**src/hw/fetch_settings.svh**
```systemverilog
`ifndef FETCH_SETTINGS_SVH
`define FETCH_SETTINGS_SVH

// first fetch address after reset
`define FETCH_RESET_PC 32'haaaaa000

// entries between fetch and decode
`define FETCH_QUEUE_DEPTH 8

// one instruction line and one memory beat
`define FETCH_LINE_BITS 256
`define FETCH_BEAT_BITS 64

// beats that make up one line
`define FETCH_BEATS_PER_LINE 4

`endif

```
**src/hw/fetch_pkg.sv**
```systemverilog
`include "fetch_settings.svh"

package fetch_pkg;

    // one buffered instruction line
    typedef logic [`FETCH_LINE_BITS-1:0] line_t;

    // one burst memory beat
    typedef logic [`FETCH_BEAT_BITS-1:0] beat_t;

    // queue payload, one fetched instruction
    typedef struct packed {
        logic [63:0] order;
        logic [31:0] pc;
        logic [31:0] inst;
    } fetch_entry_t;

    // functional unit class of an instruction
    typedef enum logic [2:0] {
        none = 3'd0,
        alu  = 3'd1,
        br   = 3'd2,
        mem  = 3'd3,
        mul  = 3'd4
    } op_class_t;

    // decode result
    typedef struct packed {
        op_class_t  op_class;
        logic [4:0] rd_addr;
        logic       writes_rd;
    } decoded_t;

endpackage

```
**src/hw/line_fill_if.sv**
```systemverilog
`timescale 1ns/100ps

interface line_fill_if;
    import fetch_pkg::*;

    // request is a single pulse, done comes back once per request
    logic        fill_req;
    logic [31:0] fill_addr;
    line_t       fill_line;
    logic        fill_done;

    modport requester (
        output fill_req,
        output fill_addr,
        input  fill_line,
        input  fill_done
    );

    modport filler (
        input  fill_req,
        input  fill_addr,
        output fill_line,
        output fill_done
    );
endinterface

```
**src/hw/line_assembler.sv**
```systemverilog
`timescale 1ns/100ps
`include "fetch_settings.svh"

module line_assembler (
    input  logic             clk,
    input  logic             rst,
    line_fill_if.filler      fill,
    input  logic             bmem_ready_i,
    input  fetch_pkg::beat_t bmem_rdata_i,
    input  logic             bmem_rvalid_i,
    output logic [31:0]      bmem_addr_o,
    output logic             bmem_read_o
);
    import fetch_pkg::*;

    localparam int BEAT_IDX_BITS = $clog2(`FETCH_BEATS_PER_LINE);
    localparam int LAST_BEAT = `FETCH_BEATS_PER_LINE - 1;

    logic                     pending;
    logic                     busy;
    logic [BEAT_IDX_BITS-1:0] beat_cnt;
    logic [31:0]              addr_q;
    line_t                    line_q;
    logic                     beat_in;
    logic                     last_beat;

    // read goes out as soon as memory can take it
    assign bmem_read_o = pending && bmem_ready_i;
    assign bmem_addr_o = addr_q;

    assign beat_in = busy && bmem_rvalid_i;
    assign last_beat = beat_in && (beat_cnt == BEAT_IDX_BITS'(LAST_BEAT));

    assign fill.fill_line = line_q;

    always_ff @(posedge clk) begin
        if (rst) begin
            pending <= 1'b0;
            busy <= 1'b0;
            beat_cnt <= '0;
            fill.fill_done <= 1'b0;
        end else begin
            // line is complete one cycle after the last beat
            fill.fill_done <= last_beat;

            if (fill.fill_req) begin
                pending <= 1'b1;
            end else if (bmem_read_o) begin
                pending <= 1'b0;
            end

            if (bmem_read_o) begin
                busy <= 1'b1;
            end else if (last_beat) begin
                busy <= 1'b0;
            end

            if (beat_in) begin
                beat_cnt <= last_beat ? '0 : beat_cnt + 1'b1;
            end
        end
    end

    // address and beat slots, lowest address first
    always_ff @(posedge clk) begin
        if (fill.fill_req) begin
            addr_q <= fill.fill_addr;
        end
        if (beat_in) begin
            line_q[beat_cnt*`FETCH_BEAT_BITS +: `FETCH_BEAT_BITS] <= bmem_rdata_i;
        end
    end
endmodule

```
**src/hw/fetch_control.sv**
```systemverilog
`timescale 1ns/100ps
`include "fetch_settings.svh"

module fetch_control (
    input  logic                    clk,
    input  logic                    rst,
    line_fill_if.requester          fill,
    input  logic                    full_i,
    output logic                    enq_o,
    output fetch_pkg::fetch_entry_t enq_data_o
);
    import fetch_pkg::*;

    // byte offset inside a line, and the word index within it
    localparam int OFFSET_BITS = $clog2(`FETCH_LINE_BITS / 8);
    localparam int TAG_BITS = 32 - OFFSET_BITS;
    localparam int WORD_SEL_BITS = OFFSET_BITS - 2;

    logic [31:0]              pc;
    logic [63:0]              order;
    line_t                    buf_line;
    logic [TAG_BITS-1:0]      buf_tag;
    logic                     buf_valid;
    logic                     waiting;
    logic                     hit;
    logic                     start_fill;
    logic [WORD_SEL_BITS-1:0] word_sel;

    assign hit = buf_valid && (buf_tag == pc[31:OFFSET_BITS]);
    assign word_sel = pc[OFFSET_BITS-1:2];

    // request once per miss, then wait for the line
    assign start_fill = !hit && !waiting;

    // enqueue straight from the line buffer
    assign enq_o = hit && !full_i;

    always_comb begin
        enq_data_o.order = order;
        enq_data_o.pc = pc;
        enq_data_o.inst = buf_line[word_sel*32 +: 32];
    end

    // strictly sequential fetch
    always_ff @(posedge clk) begin
        if (rst) begin
            pc <= `FETCH_RESET_PC;
            order <= '0;
        end else if (enq_o) begin
            pc <= pc + 32'd4;
            order <= order + 64'd1;
        end
    end

    always_ff @(posedge clk) begin
        if (rst) begin
            fill.fill_req <= 1'b0;
            waiting <= 1'b0;
            buf_valid <= 1'b0;
        end else begin
            fill.fill_req <= start_fill;
            if (fill.fill_done) begin
                waiting <= 1'b0;
                buf_valid <= 1'b1;
            end else if (start_fill) begin
                waiting <= 1'b1;
            end
        end
    end

    // line-aligned request address and the buffered line
    always_ff @(posedge clk) begin
        if (start_fill) begin
            fill.fill_addr <= {pc[31:OFFSET_BITS], {OFFSET_BITS{1'b0}}};
        end
        if (fill.fill_done) begin
            buf_line <= fill.fill_line;
            buf_tag <= fill.fill_addr[31:OFFSET_BITS];
        end
    end
endmodule

```
**src/hw/fifo_queue.sv**
```systemverilog
`timescale 1ns/100ps

module fifo_queue #(
    parameter type T = logic,
    parameter int  DEPTH = 8
) (
    input  logic clk,
    input  logic rst,
    input  logic enq_i,
    input  T     data_i,
    output logic full_o,
    input  logic deq_i,
    output T     data_o,
    output logic empty_o
);
    localparam int PTR_BITS = (DEPTH > 1) ? $clog2(DEPTH) : 1;
    localparam int CNT_BITS = $clog2(DEPTH + 1);

    T                    entries [DEPTH];
    logic [PTR_BITS-1:0] head;
    logic [PTR_BITS-1:0] tail;
    logic [CNT_BITS-1:0] count;
    logic                do_enq;
    logic                do_deq;

    assign full_o = (count == CNT_BITS'(DEPTH));
    assign empty_o = (count == '0);
    assign do_enq = enq_i && !full_o;
    assign do_deq = deq_i && !empty_o;

    // head is visible without delay
    assign data_o = entries[head];

    always_ff @(posedge clk) begin
        if (rst) begin
            head <= '0;
            tail <= '0;
            count <= '0;
        end else begin
            if (do_enq) begin
                tail <= (tail == PTR_BITS'(DEPTH - 1)) ? '0 : tail + 1'b1;
            end
            if (do_deq) begin
                head <= (head == PTR_BITS'(DEPTH - 1)) ? '0 : head + 1'b1;
            end
            case ({do_enq, do_deq})
                2'b10:   count <= count + 1'b1;
                2'b01:   count <= count - 1'b1;
                default: count <= count;
            endcase
        end
    end

    always_ff @(posedge clk) begin
        if (do_enq) begin
            entries[tail] <= data_i;
        end
    end
endmodule

```
**src/hw/decode_class.sv**
```systemverilog
`timescale 1ns/100ps

module decode_class (
    input  logic                    clk,
    input  logic                    rst,
    input  logic                    empty_i,
    input  fetch_pkg::fetch_entry_t head_i,
    input  logic                    issue_stall_i,
    output logic                    deq_o,
    output logic                    inst_valid_o,
    output fetch_pkg::fetch_entry_t entry_o,
    output fetch_pkg::decoded_t     decoded_o
);
    import fetch_pkg::*;

    // rv32 major opcodes
    localparam logic [6:0] OPC_LUI   = 7'b0110111;
    localparam logic [6:0] OPC_AUIPC = 7'b0010111;
    localparam logic [6:0] OPC_IMM   = 7'b0010011;
    localparam logic [6:0] OPC_REG   = 7'b0110011;
    localparam logic [6:0] OPC_BR    = 7'b1100011;
    localparam logic [6:0] OPC_JAL   = 7'b1101111;
    localparam logic [6:0] OPC_JALR  = 7'b1100111;
    localparam logic [6:0] OPC_LOAD  = 7'b0000011;
    localparam logic [6:0] OPC_STORE = 7'b0100011;

    function automatic decoded_t classify(input logic [31:0] inst);
        decoded_t   d;
        logic [6:0] opcode;
        opcode = inst[6:0];
        d.rd_addr = inst[11:7];
        d.writes_rd = 1'b0;
        d.op_class = none;
        case (opcode)
            OPC_LUI, OPC_AUIPC, OPC_IMM: begin
                d.op_class = alu;
                d.writes_rd = 1'b1;
            end
            // funct7 of 1 selects the multiply group
            OPC_REG: begin
                d.op_class = (inst[31:25] == 7'd1) ? mul : alu;
                d.writes_rd = 1'b1;
            end
            OPC_JAL, OPC_JALR: begin
                d.op_class = br;
                d.writes_rd = 1'b1;
            end
            OPC_BR:    d.op_class = br;
            OPC_LOAD: begin
                d.op_class = mem;
                d.writes_rd = 1'b1;
            end
            OPC_STORE: d.op_class = mem;
            default:   d.op_class = none;
        endcase
        // x0 never takes a write
        if (d.rd_addr == 5'd0) begin
            d.writes_rd = 1'b0;
        end
        return d;
    endfunction

    assign deq_o = !empty_i && !issue_stall_i;

    always_ff @(posedge clk) begin
        if (rst) begin
            inst_valid_o <= 1'b0;
        end else begin
            inst_valid_o <= deq_o;
        end
    end

    always_ff @(posedge clk) begin
        if (deq_o) begin
            entry_o <= head_i;
            decoded_o <= classify(head_i.inst);
        end
    end
endmodule

```
**src/hw/fetch_front_end.sv**
```systemverilog
`timescale 1ns/100ps
`include "fetch_settings.svh"

module fetch_front_end (
    input  logic                        clk,
    input  logic                        rst,

    // burst memory, read only
    output logic [31:0]                 bmem_addr_o,
    output logic                        bmem_read_o,
    input  logic                        bmem_ready_i,
    input  logic [`FETCH_BEAT_BITS-1:0] bmem_rdata_i,
    input  logic                        bmem_rvalid_i,

    input  logic                        issue_stall_i,

    // decoded instruction
    output logic                        inst_valid_o,
    output logic [31:0]                 inst_o,
    output logic [31:0]                 pc_o,
    output logic [63:0]                 order_o,
    output fetch_pkg::op_class_t        op_class_o,
    output logic [4:0]                  rd_addr_o,
    output logic                        writes_rd_o
);
    import fetch_pkg::*;

    line_fill_if  fill_bus ();

    logic         enq;
    logic         deq;
    logic         q_full;
    logic         q_empty;
    fetch_entry_t enq_data;
    fetch_entry_t head_data;
    fetch_entry_t out_entry;
    decoded_t     out_decoded;

    line_assembler assembler_i (
        .clk           (clk),
        .rst           (rst),
        .fill          (fill_bus.filler),
        .bmem_ready_i  (bmem_ready_i),
        .bmem_rdata_i  (bmem_rdata_i),
        .bmem_rvalid_i (bmem_rvalid_i),
        .bmem_addr_o   (bmem_addr_o),
        .bmem_read_o   (bmem_read_o)
    );

    fetch_control fetch_i (
        .clk        (clk),
        .rst        (rst),
        .fill       (fill_bus.requester),
        .full_i     (q_full),
        .enq_o      (enq),
        .enq_data_o (enq_data)
    );

    fifo_queue #(
        .T     (fetch_entry_t),
        .DEPTH (`FETCH_QUEUE_DEPTH)
    ) queue_i (
        .clk     (clk),
        .rst     (rst),
        .enq_i   (enq),
        .data_i  (enq_data),
        .full_o  (q_full),
        .deq_i   (deq),
        .data_o  (head_data),
        .empty_o (q_empty)
    );

    decode_class decode_i (
        .clk           (clk),
        .rst           (rst),
        .empty_i       (q_empty),
        .head_i        (head_data),
        .issue_stall_i (issue_stall_i),
        .deq_o         (deq),
        .inst_valid_o  (inst_valid_o),
        .entry_o       (out_entry),
        .decoded_o     (out_decoded)
    );

    assign inst_o = out_entry.inst;
    assign pc_o = out_entry.pc;
    assign order_o = out_entry.order;
    assign op_class_o = out_decoded.op_class;
    assign rd_addr_o = out_decoded.rd_addr;
    assign writes_rd_o = out_decoded.writes_rd;
endmodule

```
**config.mk**
```make
export PLATFORM = sky130hd
export DESIGN_NAME = fetch_front_end
export DESIGN_NICKNAME = d
export VERILOG_FILES = /design/src/hw/fetch_pkg.sv /design/src/hw/line_fill_if.sv /design/src/hw/line_assembler.sv /design/src/hw/fetch_control.sv /design/src/hw/fifo_queue.sv /design/src/hw/decode_class.sv /design/src/hw/fetch_front_end.sv
export VERILOG_INCLUDE_DIRS = /design/src /design/src/hw
export SDC_FILE = /design/constraint.sdc
export NUM_CORES = 2
export LEC_CHECK = 0
export CORE_UTILIZATION = 50
export CTS_CLUSTER_SIZE = 14
export DETAILED_ROUTE_END_ITERATION = 8
export DONT_BUFFER_PORTS = 1
export GPL_TIMING_DRIVEN = 0
export PLACE_DENSITY = 0.69
export SETUP_SLACK_MARGIN = 0.5
export SLEW_MARGIN = 10
export SYNTH_ARGS = -nofsm -noshare
export SYNTH_HDL_FRONTEND = slang
export SYNTH_SLANG_ARGS = --single-unit
```
**constraint.sdc**
```tcl
create_clock -name clk -period 21 [get_ports clk]
set_input_delay 4.2 -clock clk [delete_from_list [all_inputs] [get_ports clk]]
set_output_delay 4.2 -clock clk [all_outputs]
set_load 0.03 [all_outputs]
```
==> flow_summary.rst <==
.. list-table::
   :header-rows: 1

   * - Metric
     - Value
   * - Run status
     - complete, no violations
   * - Top Family by Delay on Critical Path
     - simple AND/OR/NAND/NOR gates
   * - Number of filler cells placed in the layout
     - 9859
   * - FF+latch count, synth
     - 1847
   * - Detailed Route WL
     - 154.3 mm
   * - Worst Max-Slew Pin Slew
     - 1.317 ns
   * - Placement Rows
     - 136
   * - Number of synthesis warnings
     - 0
   * - Startpoint of the worst register-to-register path
     - fetch_i.pc[24]$_SDFFE_PP0P_
   * - Worst clock skew
     - 0.03863 ns
   * - Area share of and/or/nand/nor cells after synthesis
     - 5.443%
   * - Final count of pins violating max slew
     - 0
   * - Die height
     - 374.5 microns
   * - Xor-xnor portion of the synthesized cell area
     - 0.5374%
   * - Peak supply drop
     - 0.00008931 V
   * - Post-Place Cell Area
     - 73540 sq um
   * - Final-report hold violation count
     - 0
   * - Cell with the largest stage delay on the worst path
     - sky130_fd_sc_hd__and2_1
   * - Chip Width
     - 374.5 microns
   * - End point of the most critical hold path
     - fetch_i.buf_line[99]$_DFFE_PP_
   * - Detailed Route Iter0 Violations
     - 3397
   * - Synthesized area per cell
     - 20.54 sq um
   * - Cell count after synthesis
     - 3377
   * - Ordered cell list for the critical path
     - and2_1
   * - CP startpoint kind
     - primary input
   * - Post-synthesis to final-layout area growth
     - 14.70%
   * - Final global-route overflow total
     - 0
   * - Filler-free cell count of the finished design
     - 5696
   * - Placeable core area
     - 137500 sq um
   * - Post-route DRC
     - 0
   * - Max_cap viols
     - 0
   * - Total power divided by cell area
     - 91.32 nW/um^2
   * - Unrepaired setup endpoints after global routing
     - no
   * - Number of failing setup endpoints in the final timing report
     - 0
   * - Library cell used as clock root buffer
     - sky130_fd_sc_hd__clkbuf_16
   * - Share of flip-flops with an asynchronous set or reset
     - 0%
   * - Fraction of the mapped netlist area in compound gates
     - 1.441%
   * - Leading cell type in the layout, fill and taps excluded
     - sky130_fd_sc_hd__edfxtp_1
   * - Post-Place Setup Slack
     - 12.20 ns
   * - CP Depth
     - 1
   * - Min-delay worst type
     - flip-flop to flip-flop
   * - Total buffers and inverters traversed by the critical path
     - 0
   * - Number of antenna violations at the first check in global routing
     - 9
   * - Inserted Clock Buffers
     - 180
   * - Logic depth of the worst register-to-register path
     - 13
   * - Cell type contributing the most total cell area after synthesis
     - sky130_fd_sc_hd__edfxtp_1
   * - Clock tree from TritonCTS
     - done
   * - Number of port buffers
     - 0
   * - Via count of the routed design
     - 33460
   * - Mapped cell area
     - 69380 sq um
   * - CP arrival
     - 4.61 ns
   * - Fin area
     - 79580 sq um
   * - Number of iterations in the first detailed-routing pass
     - 8
   * - Clk slew on worst S/H paths
     - 0.06 ns
   * - Worst setup slack after layout
     - 12.19 ns
   * - Worst Path Class, Setup
     - primary input to primary output
   * - Layout cells sized above 1
     - 25.25%
   * - Resized Gates After CTS
     - 0
   * - Worst reg-to-reg setup slack
     - 15.41 ns
   * - Leading cell types by total area after synthesis
     - sky130_fd_sc_hd__edfxtp_1, sky130_fd_sc_hd__mux4_2, sky130_fd_sc_hd__dfxtp_1
   * - Reg-to-Reg End
     - queue_i.entries[3][30]$_DFFE_PP_
   * - Tmin final
     - 8.806 ns
   * - HPWL after detailed placement
     - 102.2 mm
   * - Wire length of the first global-routing pass
     - 225.3 mm
   * - Dominant combinational cell family by area after synthesis
     - multiplexers
   * - Number of global-route vias before repair
     - 33230
   * - Inst Count DP
     - 5352
   * - Proportion of synthesized chip area in sequential cells
     - 78.27%
   * - Highest-count cells in the layout ignoring fill and taps
     - sky130_fd_sc_hd__edfxtp_1, sky130_fd_sc_hd__mux4_2, sky130_fd_sc_hd__and2_1, sky130_fd_sc_hd__clkbuf_16, sky130_fd_sc_hd__mux2_2
   * - Unique masters post-synth
     - 62
   * - Longest Clk Path Bufs
     - 3
   * - EDFF count, synth
     - 1731
   * - Total global routing track utilization
     - 22.19%
   * - Wire length per cell after detailed routing
     - 27.09 microns
   * - Proportion of netlist area held by the largest area contributor
     - 74.92%
   * - Max-slew headroom at the worst pin
     - 12.20%
   * - Setup TNS
     - 0 ns
   * - Dominant register cell in the synthesized netlist
     - sky130_fd_sc_hd__edfxtp_1
   * - Leak pwr
     - 25.19 nW
   * - Clock insertion delay at the later pin of the skew report
     - 0.81 ns
   * - Layout net count
     - 3824
   * - Depth of the worst hold-timing path
     - 0
   * - Starting density of the core
     - 50.46%
   * - Number of primary I/O pins
     - 240
   * - Total Die Area
     - 140300 sq um
   * - Data required time of the critical path
     - 16.80 ns
   * - Maximum clock rate
     - 0.1136 GHz
   * - Buffer count from post-CTS setup fixing
     - 0
   * - Multiplexer share of the synthesized area
     - 12.91%
   * - Maximum number of pins on one net before global-route repair
     - 58
   * - Delay contributed by the slowest stage of the critical path
     - 0.40 ns
   * - Share of synthesized cell area in full adder, half adder and majority cells
     - 0.2813%
   * - Crit path capture type
     - primary output
   * - Util after Layout
     - 57.88%
   * - Post-route ant nets
     - 0
   * - Mean number of vias per cell
     - 5.874
   * - Num Clock Sinks
     - 1847
   * - GP Congestion
     - 0.8236
   * - Final period utilization
     - 41.93%
   * - Start point of the worst hold path
     - assembler_i.fill.fill_line[99]$_DFFE_PP_
   * - Post-cts hold buffer count
     - 0
   * - Largest fanout on the critical path
     - 2
   * - Clock H-tree levels
     - 4
## worst register-to-register path, delay by kind of cell, from the launching register on
kind	cells	cell delay (ns)
buffers and inverters	8	1.98
and+or+nand+nor	4	2.34
DFF	1	0.67
xor gates and xnor gates	1	0.29
## how the worst max path moves through the flow
stage	startpoint	end	slack (ns)
after floorplan	fetch_i.pc[27]$_SDFFE_PP1P_	queue_i.entries[1][0]$_DFFE_PP_	4.89
after global placement	fetch_i.pc[15]$_SDFFE_PP1P_	queue_i.entries[1][27]$_DFFE_PP_	-10.22
after detailed placement	bmem_ready_i	bmem_read_o	12.20
after CTS	bmem_ready_i	bmem_read_o	12.20
after global routing	bmem_ready_i	bmem_read_o	12.18
final	bmem_ready_i	bmem_read_o	12.19
## cells in the mapped netlist, types with 3 or more instances
cell type	n
sky130_fd_sc_hd__edfxtp_1	1731
sky130_fd_sc_hd__nand3_1	42
sky130_fd_sc_hd__inv_1	20
sky130_fd_sc_hd__and4_1	7
sky130_fd_sc_hd__xnor2_2	3
sky130_fd_sc_hd__buf_2	10
sky130_fd_sc_hd__o31a_1	3
sky130_fd_sc_hd__nor2_1	57
sky130_fd_sc_hd__nand3b_1	4
sky130_fd_sc_hd__nor3b_1	6
sky130_fd_sc_hd__o31ai_1	28
sky130_fd_sc_hd__or2_2	4
sky130_fd_sc_hd__and2_1	260
sky130_fd_sc_hd__nor4b_1	6
sky130_fd_sc_hd__nor4_1	20
sky130_fd_sc_hd__xor2_1	3
sky130_fd_sc_hd__nand2b_1	6
sky130_fd_sc_hd__xnor2_1	34
sky130_fd_sc_hd__nand4_1	37
sky130_fd_sc_hd__nand2_1	54
sky130_fd_sc_hd__ha_1	14
sky130_fd_sc_hd__mux2_2	160
sky130_fd_sc_hd__o41ai_1	3
sky130_fd_sc_hd__a21oi_1	83
sky130_fd_sc_hd__nor3_1	21
sky130_fd_sc_hd__and3_1	15
sky130_fd_sc_hd__nor2b_1	4
sky130_fd_sc_hd__or4_1	27
sky130_fd_sc_hd__o21ai_0	43
sky130_fd_sc_hd__clkbuf_1	106
sky130_fd_sc_hd__buf_4	12
sky130_fd_sc_hd__nand4b_1	3
sky130_fd_sc_hd__or3b_2	5
sky130_fd_sc_hd__mux2i_1	4
sky130_fd_sc_hd__buf_1	35
sky130_fd_sc_hd__dfxtp_1	116
sky130_fd_sc_hd__or3_1	45
sky130_fd_sc_hd__mux4_2	316
## final cells by class
class,instances,area (sq um),area share (%)
diodes,9,22.52,0.02830
plain buffers,165,694.4,0.8726
clock buffers,223,4778,6.005
clock inverters,112,1234,1.550
inverters,21,81.33,0.1022
multi-input cells,1350,14430,18.13
flip-flops and latches,1847,54310,68.24
well taps,1794,2245,2.821
repair buffers,175,1792,2.252
## metrics by stage
| stage | power, mW | hold slack, ns |
|---|---|---|
| 2_1_floorplan | 4.077 | 0.4003 |
| 3_3_place_gp | 4.091 | 0.4002 |
| 3_5_place_dp | 4.092 | 0.4045 |
| 4_1_cts | 7.313 | 0.4009 |
| 5_1_grt | 7.457 | 0.4183 |
| 6_report | 7.267 | 0.4102 |
## per-layer routing
metal  GRT usage [%]  up-vias  part of all wire, %
li1                -    14400                    -
met1           30.34    17520                   41
met2           35.65     1310                   48
met3           5.384      222                  8.1
met4           6.403        0                  2.3
met5               0        -                    0
## flip-flops by register name (all words and copies together) (netlist names), 2 cells and up, named ones only
register and flops:
queue_i.entries 1008, assembler_i.fill.fill_line 256, fetch_i.buf_line 256, decode_i.entry_o 122, fetch_i.order 64, fetch_i.pc 30
assembler_i.bmem_addr_o 27, fetch_i.buf_tag 27, fetch_i.fill.fill_addr 27, decode_i.decoded_o 8, queue_i.count 4, queue_i.head 3
queue_i.tail 3, assembler_i.beat_cnt 2
## where the power goes
group | switching, mW | internal [mW] | total (mW)
combinational | 0.0213 | 0.00953 | 0.0308
sequential | 0.00799 | 3.98 | 3.98
clock | 1.37 | 1.88 | 3.25
total | 1.40 | 5.87 | 7.27
## cell families (layout without fill, tap and decap cells)
family / after synthesis / after routing
multiplexers: 480 / 480
AO/OA/AOI/OAI: 173 / 173
flip-flops: 1847 / 1847
AND/OR/NAND/NOR: 635 / 635
other: 1 / 16
buffers and inverters: 186 / 696
XOR/XNOR: 40 / 40
adder cells (fa/ha/maj): 15 / 15
Power figures use the tool's default switching activity.
